File: src/prf_config.svh
// ----------------------------------------
// physical register file configuration
// counts and widths shared by every block
// ----------------------------------------

`ifndef PRF_CONFIG_SVH
`define PRF_CONFIG_SVH

// register storage
`define PRF_PR_COUNT 32
`define PRF_BANK_COUNT 4
`define PRF_LOG_PR_COUNT 5
`define PRF_LOG_BANK_COUNT 2
`define PRF_UPPER_PR_WIDTH 3
`define PRF_DATA_WIDTH 32

// reorder buffer index carried on completion
`define PRF_ROB_INDEX_WIDTH 5

// requesters
`define PRF_WR_COUNT 3
`define PRF_RR_COUNT 3

`endif

File: src/verilog/prf_pkg.sv
// ----------------------------------------
// physical register file types
// register number views and bus structs
// ----------------------------------------

`default_nettype none

`include "prf_config.svh"

package prf_pkg;

    // register number split into its bank and row within the bank
    typedef struct packed {
        logic [`PRF_UPPER_PR_WIDTH-1:0] upper;
        logic [`PRF_LOG_BANK_COUNT-1:0] bank;
    } pr_split_t;

    // same register number as a flat index or as bank/row
    typedef union packed {
        logic [`PRF_LOG_PR_COUNT-1:0] index;
        pr_split_t                    split;
    } pr_t;

    // one writeback request from a requester
    typedef struct packed {
        logic [`PRF_DATA_WIDTH-1:0]      data;
        pr_t                             pr;
        logic [`PRF_ROB_INDEX_WIDTH-1:0] rob_index;
    } wb_req_t;

    // per bank writeback broadcast
    typedef struct packed {
        logic                           valid;
        logic [`PRF_UPPER_PR_WIDTH-1:0] upper;
    } wb_bus_t;

    // per bank completion broadcast
    typedef struct packed {
        logic                            valid;
        logic [`PRF_ROB_INDEX_WIDTH-1:0] rob_index;
    } complete_bus_t;

endpackage

`default_nettype wire

File: src/verilog/prf.sv
// ----------------------------------------
// banked physical register file
// ----------------------------------------

`timescale 1ns/100ps
`default_nettype none

`include "prf_config.svh"

module prf (
    input  logic                                                CLK,
    input  logic                                                nRST,
    input  logic [`PRF_RR_COUNT-1:0]                            read_req_valid,
    input  prf_pkg::pr_t [`PRF_RR_COUNT-1:0]                    read_req_pr,
    output logic [`PRF_RR_COUNT-1:0]                            read_ack,
    output logic [`PRF_BANK_COUNT-1:0][`PRF_DATA_WIDTH-1:0]     read_data,
    input  logic [`PRF_WR_COUNT-1:0]                            wb_valid,
    input  prf_pkg::wb_req_t [`PRF_WR_COUNT-1:0]                wb_req,
    output logic [`PRF_WR_COUNT-1:0]                            wb_ready,
    output prf_pkg::wb_bus_t [`PRF_BANK_COUNT-1:0]              wb_bus,
    output logic [`PRF_BANK_COUNT-1:0][`PRF_DATA_WIDTH-1:0]     forward_data,
    output prf_pkg::complete_bus_t [`PRF_BANK_COUNT-1:0]        complete_bus
);

    logic [`PRF_BANK_COUNT-1:0][`PRF_DATA_WIDTH-1:0]     ram_wdata;
    logic [`PRF_BANK_COUNT-1:0][`PRF_UPPER_PR_WIDTH-1:0] read_addr_next;

    prf_wb_ctrl wb_ctrl_inst (
        .CLK(CLK),
        .nRST(nRST),
        .wb_valid(wb_valid),
        .wb_req(wb_req),
        .wb_ready(wb_ready),
        .wb_bus(wb_bus),
        .forward_data(forward_data),
        .complete_bus(complete_bus),
        .ram_wdata(ram_wdata)
    );

    prf_read_ctrl read_ctrl_inst (
        .CLK(CLK),
        .nRST(nRST),
        .read_req_valid(read_req_valid),
        .read_req_pr(read_req_pr),
        .read_ack(read_ack),
        .read_addr_next(read_addr_next)
    );

    // writeback bus doubles as the bank write port
    for (genvar b = 0; b < `PRF_BANK_COUNT; b++) begin : g_bank
        prf_ram_bank bank_inst (
            .CLK(CLK),
            .wen(wb_bus[b].valid),
            .waddr(wb_bus[b].upper),
            .wdata(ram_wdata[b]),
            .raddr_next(read_addr_next[b]),
            .rdata(read_data[b])
        );
    end

endmodule

`default_nettype wire

File: src/verilog/prf_ram_bank.sv
// ----------------------------------------
// one register file bank
// distributed RAM, 1 write and 1 read port
// ----------------------------------------

`timescale 1ns/100ps
`default_nettype none

`include "prf_config.svh"

module prf_ram_bank (
    input  logic                           CLK,
    input  logic                           wen,
    input  logic [`PRF_UPPER_PR_WIDTH-1:0] waddr,
    input  logic [`PRF_DATA_WIDTH-1:0]     wdata,
    input  logic [`PRF_UPPER_PR_WIDTH-1:0] raddr_next,
    output logic [`PRF_DATA_WIDTH-1:0]     rdata
);

    localparam int DEPTH = `PRF_PR_COUNT / `PRF_BANK_COUNT;

    logic [`PRF_DATA_WIDTH-1:0]     mem [DEPTH];
    logic [`PRF_UPPER_PR_WIDTH-1:0] raddr;

    always_ff @(posedge CLK) begin
        if (wen) begin
            mem[waddr] <= wdata;
        end
        // read index captured with the grant
        raddr <= raddr_next;
    end

    // async read sees a write made at the same edge as the index
    assign rdata = mem[raddr];

endmodule

`default_nettype wire

File: src/verilog/prf_read_ctrl.sv
// ----------------------------------------
// read control
// hold, per-bank arbitration, read indexes
// ----------------------------------------

`timescale 1ns/100ps
`default_nettype none

`include "prf_config.svh"

module prf_read_ctrl (
    input  logic                                                CLK,
    input  logic                                                nRST,
    input  logic [`PRF_RR_COUNT-1:0]                            read_req_valid,
    input  prf_pkg::pr_t [`PRF_RR_COUNT-1:0]                    read_req_pr,
    output logic [`PRF_RR_COUNT-1:0]                            read_ack,
    output logic [`PRF_BANK_COUNT-1:0][`PRF_UPPER_PR_WIDTH-1:0] read_addr_next
);

    import prf_pkg::*;

    logic [`PRF_RR_COUNT-1:0]                        held_valid;
    logic [`PRF_RR_COUNT-1:0]                        next_held_valid;
    pr_t [`PRF_RR_COUNT-1:0]                         held_pr;
    logic [`PRF_RR_COUNT-1:0]                        cmp_valid;
    pr_t [`PRF_RR_COUNT-1:0]                         cmp_pr;
    logic [`PRF_BANK_COUNT-1:0][`PRF_RR_COUNT-1:0]   req_by_bank;
    logic [`PRF_BANK_COUNT-1:0][`PRF_RR_COUNT-1:0]   grant_by_bank;
    logic [`PRF_RR_COUNT-1:0]                        next_ack;

    // requester may not issue again while its read is held
    assign cmp_valid = read_req_valid | held_valid;

    always_comb begin
        req_by_bank = '0;
        for (int r = 0; r < `PRF_RR_COUNT; r++) begin
            cmp_pr[r] = held_valid[r] ? held_pr[r] : read_req_pr[r];
            req_by_bank[cmp_pr[r].split.bank][r] = cmp_valid[r];
        end
    end

    for (genvar b = 0; b < `PRF_BANK_COUNT; b++) begin : g_arb
        prf_rr_arbiter #(
            .WIDTH(`PRF_RR_COUNT)
        ) arb_inst (
            .CLK(CLK),
            .nRST(nRST),
            .req(req_by_bank[b]),
            .grant(grant_by_bank[b])
        );
    end

    // winning row goes straight to the bank index register
    always_comb begin
        next_ack = '0;
        for (int b = 0; b < `PRF_BANK_COUNT; b++) begin
            next_ack |= grant_by_bank[b];
            read_addr_next[b] = '0;
            for (int r = 0; r < `PRF_RR_COUNT; r++) begin
                read_addr_next[b] |= cmp_pr[r].split.upper
                    & {`PRF_UPPER_PR_WIDTH{grant_by_bank[b][r]}};
            end
        end
        next_held_valid = cmp_valid & ~next_ack;
    end

    always_ff @(posedge CLK or negedge nRST) begin
        if (!nRST) begin
            held_valid <= '0;
            read_ack <= '0;
        end else begin
            held_valid <= next_held_valid;
            read_ack <= next_ack;
        end
    end

    always_ff @(posedge CLK) begin
        held_pr <= cmp_pr;
    end

    // every ack answers a request live or held one cycle earlier
    for (genvar r = 0; r < `PRF_RR_COUNT; r++) begin : g_chk
        a_ack_has_req: assert property (@(posedge CLK) disable iff (!nRST)
            read_ack[r] |-> $past(read_req_valid[r] || held_valid[r]));
    end

endmodule

`default_nettype wire

File: src/verilog/prf_rr_arbiter.sv
// ----------------------------------------
// rotating arbiter for one bank
// lowest index above the last grant wins
// ----------------------------------------

`timescale 1ns/100ps
`default_nettype none

module prf_rr_arbiter #(
    parameter int WIDTH = 3
) (
    input  logic             CLK,
    input  logic             nRST,
    input  logic [WIDTH-1:0] req,
    output logic [WIDTH-1:0] grant
);

    // indices strictly above the last granted requester
    logic [WIDTH-1:0] mask;
    logic [WIDTH-1:0] next_mask;
    logic [WIDTH-1:0] masked_req;
    logic [WIDTH-1:0] masked_grant;
    logic [WIDTH-1:0] unmasked_grant;

    function automatic logic [WIDTH-1:0] pick_lowest(input logic [WIDTH-1:0] vec);
        logic [WIDTH-1:0] one_hot;
        logic             found;
        one_hot = '0;
        found = 1'b0;
        for (int i = 0; i < WIDTH; i++) begin
            if (vec[i] && !found) begin
                one_hot[i] = 1'b1;
                found = 1'b1;
            end
        end
        return one_hot;
    endfunction

    assign masked_req = req & mask;

    always_comb begin
        masked_grant = pick_lowest(masked_req);
        unmasked_grant = pick_lowest(req);
        // wrap around to the bottom when nothing is left above
        grant = (|masked_req) ? masked_grant : unmasked_grant;

        next_mask = '0;
        for (int i = 1; i < WIDTH; i++) begin
            next_mask[i] = next_mask[i-1] | grant[i-1];
        end
    end

    // mask only moves on a grant, so an idle bank keeps its position
    always_ff @(posedge CLK or negedge nRST) begin
        if (!nRST) begin
            mask <= '0;
        end else if (|grant) begin
            mask <= next_mask;
        end
    end

    a_grant_legal: assert property (@(posedge CLK) disable iff (!nRST)
        $onehot0(grant) && ((grant & ~req) == '0));

endmodule

`default_nettype wire

File: src/verilog/prf_wb_ctrl.sv
// ----------------------------------------
// writeback control
// hold, per-bank arbitration, bus registers
// ----------------------------------------

`timescale 1ns/100ps
`default_nettype none

`include "prf_config.svh"

module prf_wb_ctrl (
    input  logic                                             CLK,
    input  logic                                             nRST,
    input  logic [`PRF_WR_COUNT-1:0]                         wb_valid,
    input  prf_pkg::wb_req_t [`PRF_WR_COUNT-1:0]             wb_req,
    output logic [`PRF_WR_COUNT-1:0]                         wb_ready,
    output prf_pkg::wb_bus_t [`PRF_BANK_COUNT-1:0]           wb_bus,
    output logic [`PRF_BANK_COUNT-1:0][`PRF_DATA_WIDTH-1:0]  forward_data,
    output prf_pkg::complete_bus_t [`PRF_BANK_COUNT-1:0]     complete_bus,
    output logic [`PRF_BANK_COUNT-1:0][`PRF_DATA_WIDTH-1:0]  ram_wdata
);

    import prf_pkg::*;

    // ----------------------------------------
    // request hold and bank demux

    logic [`PRF_WR_COUNT-1:0]                        held_valid;
    logic [`PRF_WR_COUNT-1:0]                        next_held_valid;
    wb_req_t [`PRF_WR_COUNT-1:0]                     held_req;
    logic [`PRF_WR_COUNT-1:0]                        cmp_valid;
    wb_req_t [`PRF_WR_COUNT-1:0]                     cmp_req;
    logic [`PRF_BANK_COUNT-1:0][`PRF_WR_COUNT-1:0]   req_by_bank;
    logic [`PRF_BANK_COUNT-1:0][`PRF_WR_COUNT-1:0]   grant_by_bank;
    logic [`PRF_WR_COUNT-1:0]                        grant_by_wr;

    // a requester with a held request is not listened to
    assign cmp_valid = held_valid | (wb_valid & ~held_valid);
    assign wb_ready = ~held_valid;

    always_comb begin
        req_by_bank = '0;
        for (int w = 0; w < `PRF_WR_COUNT; w++) begin
            cmp_req[w] = held_valid[w] ? held_req[w] : wb_req[w];
            req_by_bank[cmp_req[w].pr.split.bank][w] = cmp_valid[w];
        end
    end

    for (genvar b = 0; b < `PRF_BANK_COUNT; b++) begin : g_arb
        prf_rr_arbiter #(
            .WIDTH(`PRF_WR_COUNT)
        ) arb_inst (
            .CLK(CLK),
            .nRST(nRST),
            .req(req_by_bank[b]),
            .grant(grant_by_bank[b])
        );
    end

    // ----------------------------------------
    // one-hot select of the winner per bank

    pr_t [`PRF_BANK_COUNT-1:0]                       sel_pr;
    wb_bus_t [`PRF_BANK_COUNT-1:0]                   next_wb_bus;
    complete_bus_t [`PRF_BANK_COUNT-1:0]             next_complete_bus;
    logic [`PRF_BANK_COUNT-1:0][`PRF_DATA_WIDTH-1:0] next_wdata;

    always_comb begin
        grant_by_wr = '0;
        for (int b = 0; b < `PRF_BANK_COUNT; b++) begin
            grant_by_wr |= grant_by_bank[b];
            sel_pr[b] = '0;
            next_wdata[b] = '0;
            next_complete_bus[b].rob_index = '0;
            for (int w = 0; w < `PRF_WR_COUNT; w++) begin
                sel_pr[b].index |= cmp_req[w].pr.index
                    & {`PRF_LOG_PR_COUNT{grant_by_bank[b][w]}};
                next_wdata[b] |= cmp_req[w].data & {`PRF_DATA_WIDTH{grant_by_bank[b][w]}};
                next_complete_bus[b].rob_index |= cmp_req[w].rob_index
                    & {`PRF_ROB_INDEX_WIDTH{grant_by_bank[b][w]}};
            end
            // register 0 completes but is never written or broadcast
            next_wb_bus[b].valid = (|grant_by_bank[b]) && (sel_pr[b].index != '0);
            next_wb_bus[b].upper = sel_pr[b].split.upper;
            next_complete_bus[b].valid = |grant_by_bank[b];
        end
        next_held_valid = cmp_valid & ~grant_by_wr;
    end

    // ----------------------------------------
    // registers

    always_ff @(posedge CLK or negedge nRST) begin
        if (!nRST) begin
            held_valid <= '0;
            wb_bus <= '0;
            complete_bus <= '0;
        end else begin
            held_valid <= next_held_valid;
            wb_bus <= next_wb_bus;
            complete_bus <= next_complete_bus;
        end
    end

    // forward data trails the bank write by one cycle
    always_ff @(posedge CLK) begin
        held_req <= cmp_req;
        ram_wdata <= next_wdata;
        forward_data <= ram_wdata;
    end

    // a grant while ready is high must be the live request
    for (genvar w = 0; w < `PRF_WR_COUNT; w++) begin : g_chk
        a_ready_grant: assert property (@(posedge CLK) disable iff (!nRST)
            (grant_by_wr[w] && wb_ready[w]) |-> (wb_valid[w] && !held_valid[w]));
    end

endmodule

`default_nettype wire
File: config.mk
export PLATFORM = sky130hd
export DESIGN_NAME = prf
export DESIGN_NICKNAME = d
export VERILOG_FILES = /design/src/verilog/prf_pkg.sv /design/src/verilog/prf.sv /design/src/verilog/prf_ram_bank.sv /design/src/verilog/prf_read_ctrl.sv /design/src/verilog/prf_rr_arbiter.sv /design/src/verilog/prf_wb_ctrl.sv
export VERILOG_INCLUDE_DIRS = /design/src
export SDC_FILE = /design/constraint.sdc
export NUM_CORES = 1
export LEC_CHECK = 0
export BUFFER_PORTS_ARGS = -buffer_cell sky130_fd_sc_hd__buf_2
export CAP_MARGIN = 20
export CORE_UTILIZATION = 40
export CTS_CLUSTER_SIZE = 16
export DETAILED_ROUTE_END_ITERATION = 8
export PLACE_DENSITY = 0.59
export SLEW_MARGIN = 25
export SYNTH_ARGS = -nofsm -noshare
export SYNTH_HDL_FRONTEND = slang
export SYNTH_SLANG_ARGS = --single-unit
File: constraint.sdc
create_clock -name CLK -period 3.05 [get_ports CLK]
set_input_delay 0.61 -clock CLK [delete_from_list [all_inputs] [get_ports CLK]]
set_output_delay 0.61 -clock CLK [all_outputs]
set_load 0.02 [all_outputs]
# After elaboration in Yosys (flattened, before gate mapping)
# Memories as Yosys holds them, arrays and structs flattened. A register that Yosys moved wholly into a read port is not among the register bits.
# Cells that the tools add are included.
# Widths: inputs -> output; s select.
# totals
ff_bits,462
ram_bits,1024
in_bits,149
out_inout_bits,302
elab_cells,371
n_memories,4
# memory_table
name,words,word_bits,read_ports,rd_clocked_by_memory_dff,wr,line,rtl
g_bank[0].bank_inst.mem,8,32,1,1,1,prf_ram_bank.sv:22,logic [`PRF_DATA_WIDTH-1:0] mem [DEPTH];
g_bank[1].bank_inst.mem,8,32,1,1,1,prf_ram_bank.sv:22,
g_bank[2].bank_inst.mem,8,32,1,1,1,prf_ram_bank.sv:22,
g_bank[3].bank_inst.mem,8,32,1,1,1,prf_ram_bank.sv:22,
# classes
n_lt_le_gt_ge,12
mux,102
bitwise,112
reduce_logical,94
# op_table
operator,n
$and 32x32->32,12
$or 32x32->32,8
$mux 42,3
$and 5x5->5,24
$or 5x5->5,16
$mux 1,74
$and 3x3->3,23
$bwmux 12,4
$or 3x3->3,16
$reduce_or 3->1,16
$logic_and 1x1->1,42
$demux 3 s2,6
$logic_not 1->1,32
$mux 3,10
$and 12x12->12,2
$reduce_bool 5->1,4
$lt 2x3->1 const B,6
$mux 5,3
$ge 2x1->1 const B,6
$not 3->3,3
$or 1x1->1,8
$mux 2,2

# Depth between registers and ports, before layout
# Gate-level depths: netlist (run 1).
# logic_depth
word_depth,22
depth_mapped,9
ltp_nobuf,6

# Cells and area by module
# A second synthesis (run 1) with hierarchy kept.
# unflattened
hier_cells,2786
hier_area_um2,54791.3
# by_module_without_submodules
mod,n_inst,cells_each,area_each_um2,seq_area_each_um2
prf_ram_bank,4,386,9885.7,7747.4
prf_wb_ctrl,1,1004,13117.6,8723.4
prf_rr_arbiter,8,17,137.6,50.0
prf_read_ctrl,1,102,1029.7,450.4

# Least setup slack after synthesis (run 1)
# No wires, ideal clock.
# synth_timing
path_kind,reg2reg
start,"register, netlist name wb_ctrl_inst.wb_bus[13]"
end,"memory g_bank[3].bank_inst.mem[0][0] (netlist name), enable pin"
setup_ns,0.461
arrival_time_ns,2.873
required_ns,2.589
slack_ns,-0.284
path_stages_with_launch,3
n_path_buf,0
period_less_slack_ns,3.334
cell_sequence,dfrtp_1 > nand2b_1 > nor3_1
# synth_lines
item,line
end: declaration,prf_ram_bank.sv:22
# Straight into the memory's write port.

==> run metrics, run 1 <==
CP endpoint kind=primary output; RePlAce Congestion=0.8595; # DRC=0; Avg Vias per Cell=5.443; Netlist cell types=63; number of flops mapped to enable cells by yosys=1024; Root Driver=clkbuf_16; Syn Nets=3001; synth-to-layout area growth=24.18%; Die X=368.6 µm; WP data arrival=2520 ps; max-cap violations=0; multiplexer area fraction after synthesis=0.1608; Avg Inst Size Synth=18.85 µm²; CP max stage cell=mux4_2; total track usage=0.2255; initial antenna violation count=55; Starting Density=0.4028; final period utilization=1.025; min Tclk post-route=3128 ps; placed cells=5064; CTS buffer count=155; die height=368.6 µm; Bufs and invs on worst path=4; first-pass GRT wire length=215.9 mm; Layout Nets=3653; Ports=451; post-synthesis cell count=2852; ys flop type=edfxtp_1; r2r setup slk=430 ps; CP top delay family=multiplexers; fin util=0.5002; Max VDD drop=0.7097 mV; Max Slew Vio Count=0; fillers=10980; Leak=0.02424 µW; min-delay worst type=in -> reg; Syn. warnings=0; HPWL after detailed placement=102.2 mm; share of cells above drive strength 1=0.3774; largest net degree at the start of global routing=65; DRT iter0 DRCs=2935; total gr overflow=0; number of global-route vias before repair=28830; R2R Path End=wb_ctrl_inst.wb_bus[3]; Post-Synth Adder-Cell Area=0; worst r2r src=wb_ctrl_inst.held_valid[2]; failing checks=negative setup slack; crit-path cells=buf_12, buf_12, buf_12, mux4_2, mux2_4, buf_6; Synth Area in Compound Gates=0.04010; Syn Std Cell Area=53760 µm²; P per Cell Area=1109 nW/µm²; top-count cell post-synth=edfxtp_1; H-tree levels=4; CTS clock-pin slew for the worst setup and hold paths=60 ps; clk_skew=33.65 ps; Non-Filler Instances=5429; Worst path most repeated cell=buf_12; largest area contributor in the netlist=edfxtp_1; Fmax=0.3197 GHz; Port Buffers=450; row cnt=134; Final WS setup=-77.77 ps; CTS max path bufs=3; Crit Path Category=reg -> out; Fin. Hold Viols=0; Synth top area share=0.5720; normalized max-slew margin=0.4353; Commonest cells post-synth=1024 x edfxtp_1, 409 x dfxtp_1, 256 x mux4_2, 183 x mux2_2, 179 x nand2_1; detailed-route wire length=154.7 mm; status=finished with violations; Core Region=133500 µm²; slowest stage delay, CP=500 ps; CP required=2440 ps; post-route ant nets=0; drt first pass iters=6; largest family of logic cells by synthesized area=multiplexers; vias post-DR=29550; crit path to=read_data[104]; Synth Register Bits=1498; clock latency on the worst-skew pair=800 ps; CP startpoint kind=flop; critical path fanouts, max=5; simple-gate area share of the yosys netlist=0.02658; depth of the most critical reg-to-reg path=6; async set or reset register ratio after synthesis=0.04339; Routed wire per std cell=28.49 µm; CTS tree=built; register area share after synthesis=0.7546; final setup fails=68; setup TNS=-2479 ps; Least-Margin Pin Slew=823.5 ps; largest cells by area after synthesis=edfxtp_1 57%, dfxtp_1 15%, mux4_2 11%; RSZ-0062 raised after global routing=yes; Crit. path cell count=6; TritonCTS sink count=1498; die area=135900 µm²; xor and xnor area share after synthesis=0
==> logic make-up (layout without fill, tap and decap cells) <==
logic type,after synthesis,in the layout
buffers and inverters,239,1025
flip-flops,1498,1498
AND/OR/NAND/NOR,314,314
multiplexers,520,520
other,0,23
AO/OA/AOI/OAI,281,281
==> layout make-up <==
type	count	area [µm²]	area share
clock inverter	73	686.9	0.01029
timing repair buffer	640	5618	0.08415
inverter	94	352.8	0.005285
antenna	23	57.56	0.0008621
sequential	1498	40610	0.6083
multi-input combinational	1115	12890	0.1931
tap	1768	2212	0.03314
clock buffer	218	4332	0.06488
==> stage by stage <==
stage	setup slack [ps]	area (µm²)	hold slack (ps)	total power, µW
2_1_floorplan	556.2	53800	314.4	42610
3_3_place_gp	472.4	59500	444.0	52430
3_5_place_dp	422.9	59500	445.6	52570
4_1_cts	-124.3	66200	20.81	73690
5_1_grt	-153.7	66730	66.20	76900
6_report	-77.77	66760	80.76	74050
==> metal layers <==
| layer | track usage | routed length [µm] | part of all wire |
|---|---|---|---|
| met1 | 0.3224 | 65760 | 0.43 |
| met2 | 0.3423 | 71430 | 0.46 |
| met3 | 0.05154 | 13230 | 0.086 |
| met4 | 0.07030 | 4114 | 0.027 |
| met5 | 0 | 136 | 0.00088 |
==> repair_timing <==
item	in CTS	in global routing
gates resized for setup	273	118
endpoints found under the setup margin	125	123
pin swaps	0	0
hold endpoints to repair	34	0
hold buffers	1	0
gates cloned	17	9
buffers inserted	26	3
==> power breakdown <==
part / internal, µW / total, µW / switching (µW)
registers: 27500 / 31100 / 3600
clock network: 10500 / 18500 / 8060
logic: 11100 / 24400 / 13300
==> sequential cells by signal (all words and copies together), names as in the netlist, named ones only <==
register / count
g_bank.bank_inst.mem: 1024
read_ctrl_inst.g_arb.arb_inst.mask: 8
read_ctrl_inst.held_pr: 15
read_ctrl_inst.held_valid: 3
read_ctrl_inst.read_ack: 3
wb_ctrl_inst.complete_bus: 24
wb_ctrl_inst.forward_data: 128
wb_ctrl_inst.g_arb.arb_inst.mask: 8
wb_ctrl_inst.held_req: 126
wb_ctrl_inst.held_valid: 3
wb_ctrl_inst.ram_wdata: 128
wb_ctrl_inst.wb_bus: 16
==> how the worst min path moves through the flow <==
stage	from	end	slack [ps]	depth (start not counted)
3_5_place_dp	wb_ctrl_inst.ram_wdata[43]	wb_ctrl_inst.forward_data[43]	450	0
3_3_place_gp	wb_ctrl_inst.ram_wdata[35]	wb_ctrl_inst.forward_data[35]	440	0
5_1_grt	read_req_valid[0]	read_ctrl_inst.held_valid[0]	70	3
6_report	read_req_pr[0]	read_ctrl_inst.held_pr[0]	80	2
4_1_cts	read_req_pr[0]	read_ctrl_inst.held_pr[0]	20	2
2_1_floorplan	nRST	read_ctrl_inst.g_arb[0].arb_inst.mask[1]	310	0
==> layout by cell type, fill, tap and decap left out, types with 94 or more instances in the layout <==
cell type | netlist | layout
edfxtp_1 | 1024 | 1024
dfxtp_1 | 409 | 398
buf_2 | 35 | 335
mux4_2 | 256 | 256
nand2_1 | 179 | 179
clkbuf_16 | 0 | 163
o221ai_1 | 120 | 120
buf_6 | 0 | 116
mux2_4 | 1 | 103
buf_4 | 7 | 102
inv_1 | 94 | 94
(Power assumes the default switching activity.)
==> run 2, diff against run 1 <==
--- a/config.mk
+++ b/config.mk
@@ -11,7 +11,8 @@
 export CORE_UTILIZATION = 40
 export CTS_CLUSTER_SIZE = 16
 export DETAILED_ROUTE_END_ITERATION = 8
-export PLACE_DENSITY = 0.59
+export PLACE_DENSITY = 0.57
+export SKIP_LAST_GASP = 1
 export SLEW_MARGIN = 25
 export SYNTH_ARGS = -nofsm -noshare
 export SYNTH_HDL_FRONTEND = slang
==> constraint.sdc (replaced) <==
create_clock -name CLK -period 4 [get_ports CLK]
set_input_delay 0.8 -clock CLK [delete_from_list [all_inputs] [get_ports CLK]]
set_output_delay 0.8 -clock CLK [all_outputs]
set_load 0.02 [all_outputs]
==> run metrics, run 2 (synthesis results as in run 1) <==
status=completed (was finished with violations); H-tree levels=4 (unchanged); RePlAce Congestion=0.8572 (was 0.8595); Die X=368.6 µm (unchanged); TritonCTS sink count=1498 (unchanged); Bufs and invs on worst path=2 (was 4); multi-input logic area=12490 µm² (was 12890 µm²); min-delay worst type=in -> async (was in -> reg); Max VDD drop=0.4758 mV (was 0.7097 mV); total gr overflow=0 (unchanged); max-cap violations=0 (unchanged); Layout Nets=3540 (was 3653); share of cells above drive strength 1=0.3542 (was 0.3774); die area=135900 µm² (unchanged); die height=368.6 µm (unchanged); Routed wire per std cell=28.50 µm (was 28.49 µm); setup TNS=0 ps (was -2479 ps); DRT iter0 DRCs=2676 (was 2935); final setup fails=0 (was 68); fin util=0.4778 (was 0.5002); Port Buffers=450 (unchanged); # DRC=0 (unchanged); most common cell after layout, fill and taps aside=edfxtp_1 (unchanged); P per Cell Area=832.0 nW/µm² (was 1109 nW/µm²); initial antenna violation count=65 (was 55); Biggest register=g_bank.bank_inst.mem (unchanged); RSZ-0062 raised after global routing=no (was yes); commonest non-fill, non-tap cells in the layout=1024 x edfxtp_1, 449 x buf_2, 399 x dfxtp_1, 256 x mux4_2, 183 x mux2_2 (was 1024 x edfxtp_1, 398 x dfxtp_1, 335 x buf_2, 256 x mux4_2, 179 x nand2_1); CP startpoint kind=flop (unchanged); CTS clock-pin slew for the worst setup and hold paths=60 ps (about the same); normalized max-slew margin=0.3387 (was 0.4353); sequential standard cell area=40600 µm² (was 40610 µm²); Non-Filler Instances=5312 (was 5429); Ports=451 (unchanged); min Tclk post-route=3644 ps; CP top delay family=multiplexers (unchanged); CTS tree=built (unchanged); Starting Density=0.4028 (unchanged); Fin. Hold Viols=0 (unchanged); Max Slew Vio Count=0 (unchanged); final period utilization=0.9110; vias post-DR=28770 (was 29550); drt first pass iters=5 (was 6); fillers=11240 (was 10980); largest net degree at the start of global routing=66 (was 65); Least-Margin Pin Slew=991.9 ps (was 823.5 ps); total track usage=0.2218 (was 0.2255); synth-to-layout area growth=18.61% (was 24.18%); Post-CTS Setup Bufs=0 (was 26); Power Total=53050 µW (was 74050 µW); placed cells=5000 (was 5064); Leak=0.02273 µW (was 0.02424 µW); clock latency on the worst-skew pair=800 ps (about the same); Root Driver=clkbuf_16 (unchanged); crit-path cells=buf_4, mux4_2, mux2_2, buf_2 (was buf_12, buf_12, buf_12, mux4_2, mux2_4, buf_6); Crit Path Category=reg -> out (unchanged); critical path fanouts, max=23 (was 5); slowest stage delay, CP=670 ps (was 500 ps); hold_ws=120.4 ps (was 80.76 ps); Largest regs=g_bank.bank_inst.mem (1024), wb_ctrl_inst.forward_data (128), wb_ctrl_inst.ram_wdata (128) (unchanged); WP data arrival=2840 ps (was 2520 ps); Fmax=0.2744 GHz; number of global-route vias before repair=28070 (was 28830); row cnt=134 (unchanged); Core Region=133500 µm² (unchanged); CP required=3200 ps (was 2440 ps); first-pass GRT wire length=211.4 mm (was 215.9 mm); CP endpoint kind=primary output (unchanged); Avg Vias per Cell=5.417 (was 5.443); clk_skew=29.37 ps (was 33.65 ps); detailed-route wire length=151.4 mm (was 154.7 mm); CTS buffer count=157 (was 155); CTS max path bufs=3 (unchanged); Post-CTS Hold Buffers=0 (was 1); HPWL after detailed placement=102.4 mm (was 102.2 mm); CTS-repair resized insts=0 (was 273); max reg flops=1024 (unchanged); CP max stage cell=dfxtp_4 (was mux4_2); post-route ant nets=0 (unchanged)
==> run 2: cell types whose count changed in the layout (fill, tap and decap cells not counted), sizes merged <==
cell / delta
buf: -108
clkinv: -14
clkbuf: +8
diode: -5
clkinvlp: +4
inv: -3
bufinv: +2
dlygate4sd3: -1
==> run 2: worst paths after layout <==
| kind | startpoint | end | slack (ps) | cells past startpoint |
|---|---|---|---|---|
| setup / recovery | flop | read_data[72] | 360 | 4 |
| hold reg to reg | wb_ctrl_inst.ram_wdata[39] | wb_ctrl_inst.forward_data[39] | 480 | 0 |
| max in group asynchronous | nRST | wb_ctrl_inst.held_valid[2] | 3100 | 1 |
| hold / removal | nRST | read_ctrl_inst.read_ack[1] | 120 | 1 |
| min in group CLK | read_req_valid[0] | read_ctrl_inst.held_valid[0] | 270 | 3 |
| setup reg to reg | wb_ctrl_inst.held_valid[1] | wb_ctrl_inst.held_valid[0] | 940 | 6 |
==> run 2: area by class of cell <==
type,instances,share of cell area
tap,1768,0.03469
multi-input combinational,1115,0.1959
timing repair buffer,525,0.04694
sequential,1498,0.6367
clock buffer,232,0.06872
clock inverter,62,0.01081
antenna,18,0.0007064
inverter,94,0.005534
==> run 2: per-stage QoR <==
stage,setup slack [ps],area [µm²]
after global routing,199.0,63730
final,356.0,63760
after global placement,914.7,58640
after detailed placement,827.9,58650
after floorplan,665.7,53760
after CTS,235.2,63720
==> run 2: routing by layer <==
metal  vias up  routed length (µm)  share of wire  global-route usage
li1      12390                   -              -                   -
met1     14890               63640           0.42              0.3063
met2      1109               68620           0.45              0.3319
met3       299               14090          0.093             0.07307
met4        86                4454          0.029             0.06846
met5         -                 556         0.0037                   0
==> run 2: power by group <==
group / switching (µW) / total [µW] / internal, µW
logic: 8920 / 14800 / 5850
clock network: 6100 / 14200 / 8130
registers: 3040 / 24000 / 21000
total: 18100 / 53000 / 35000
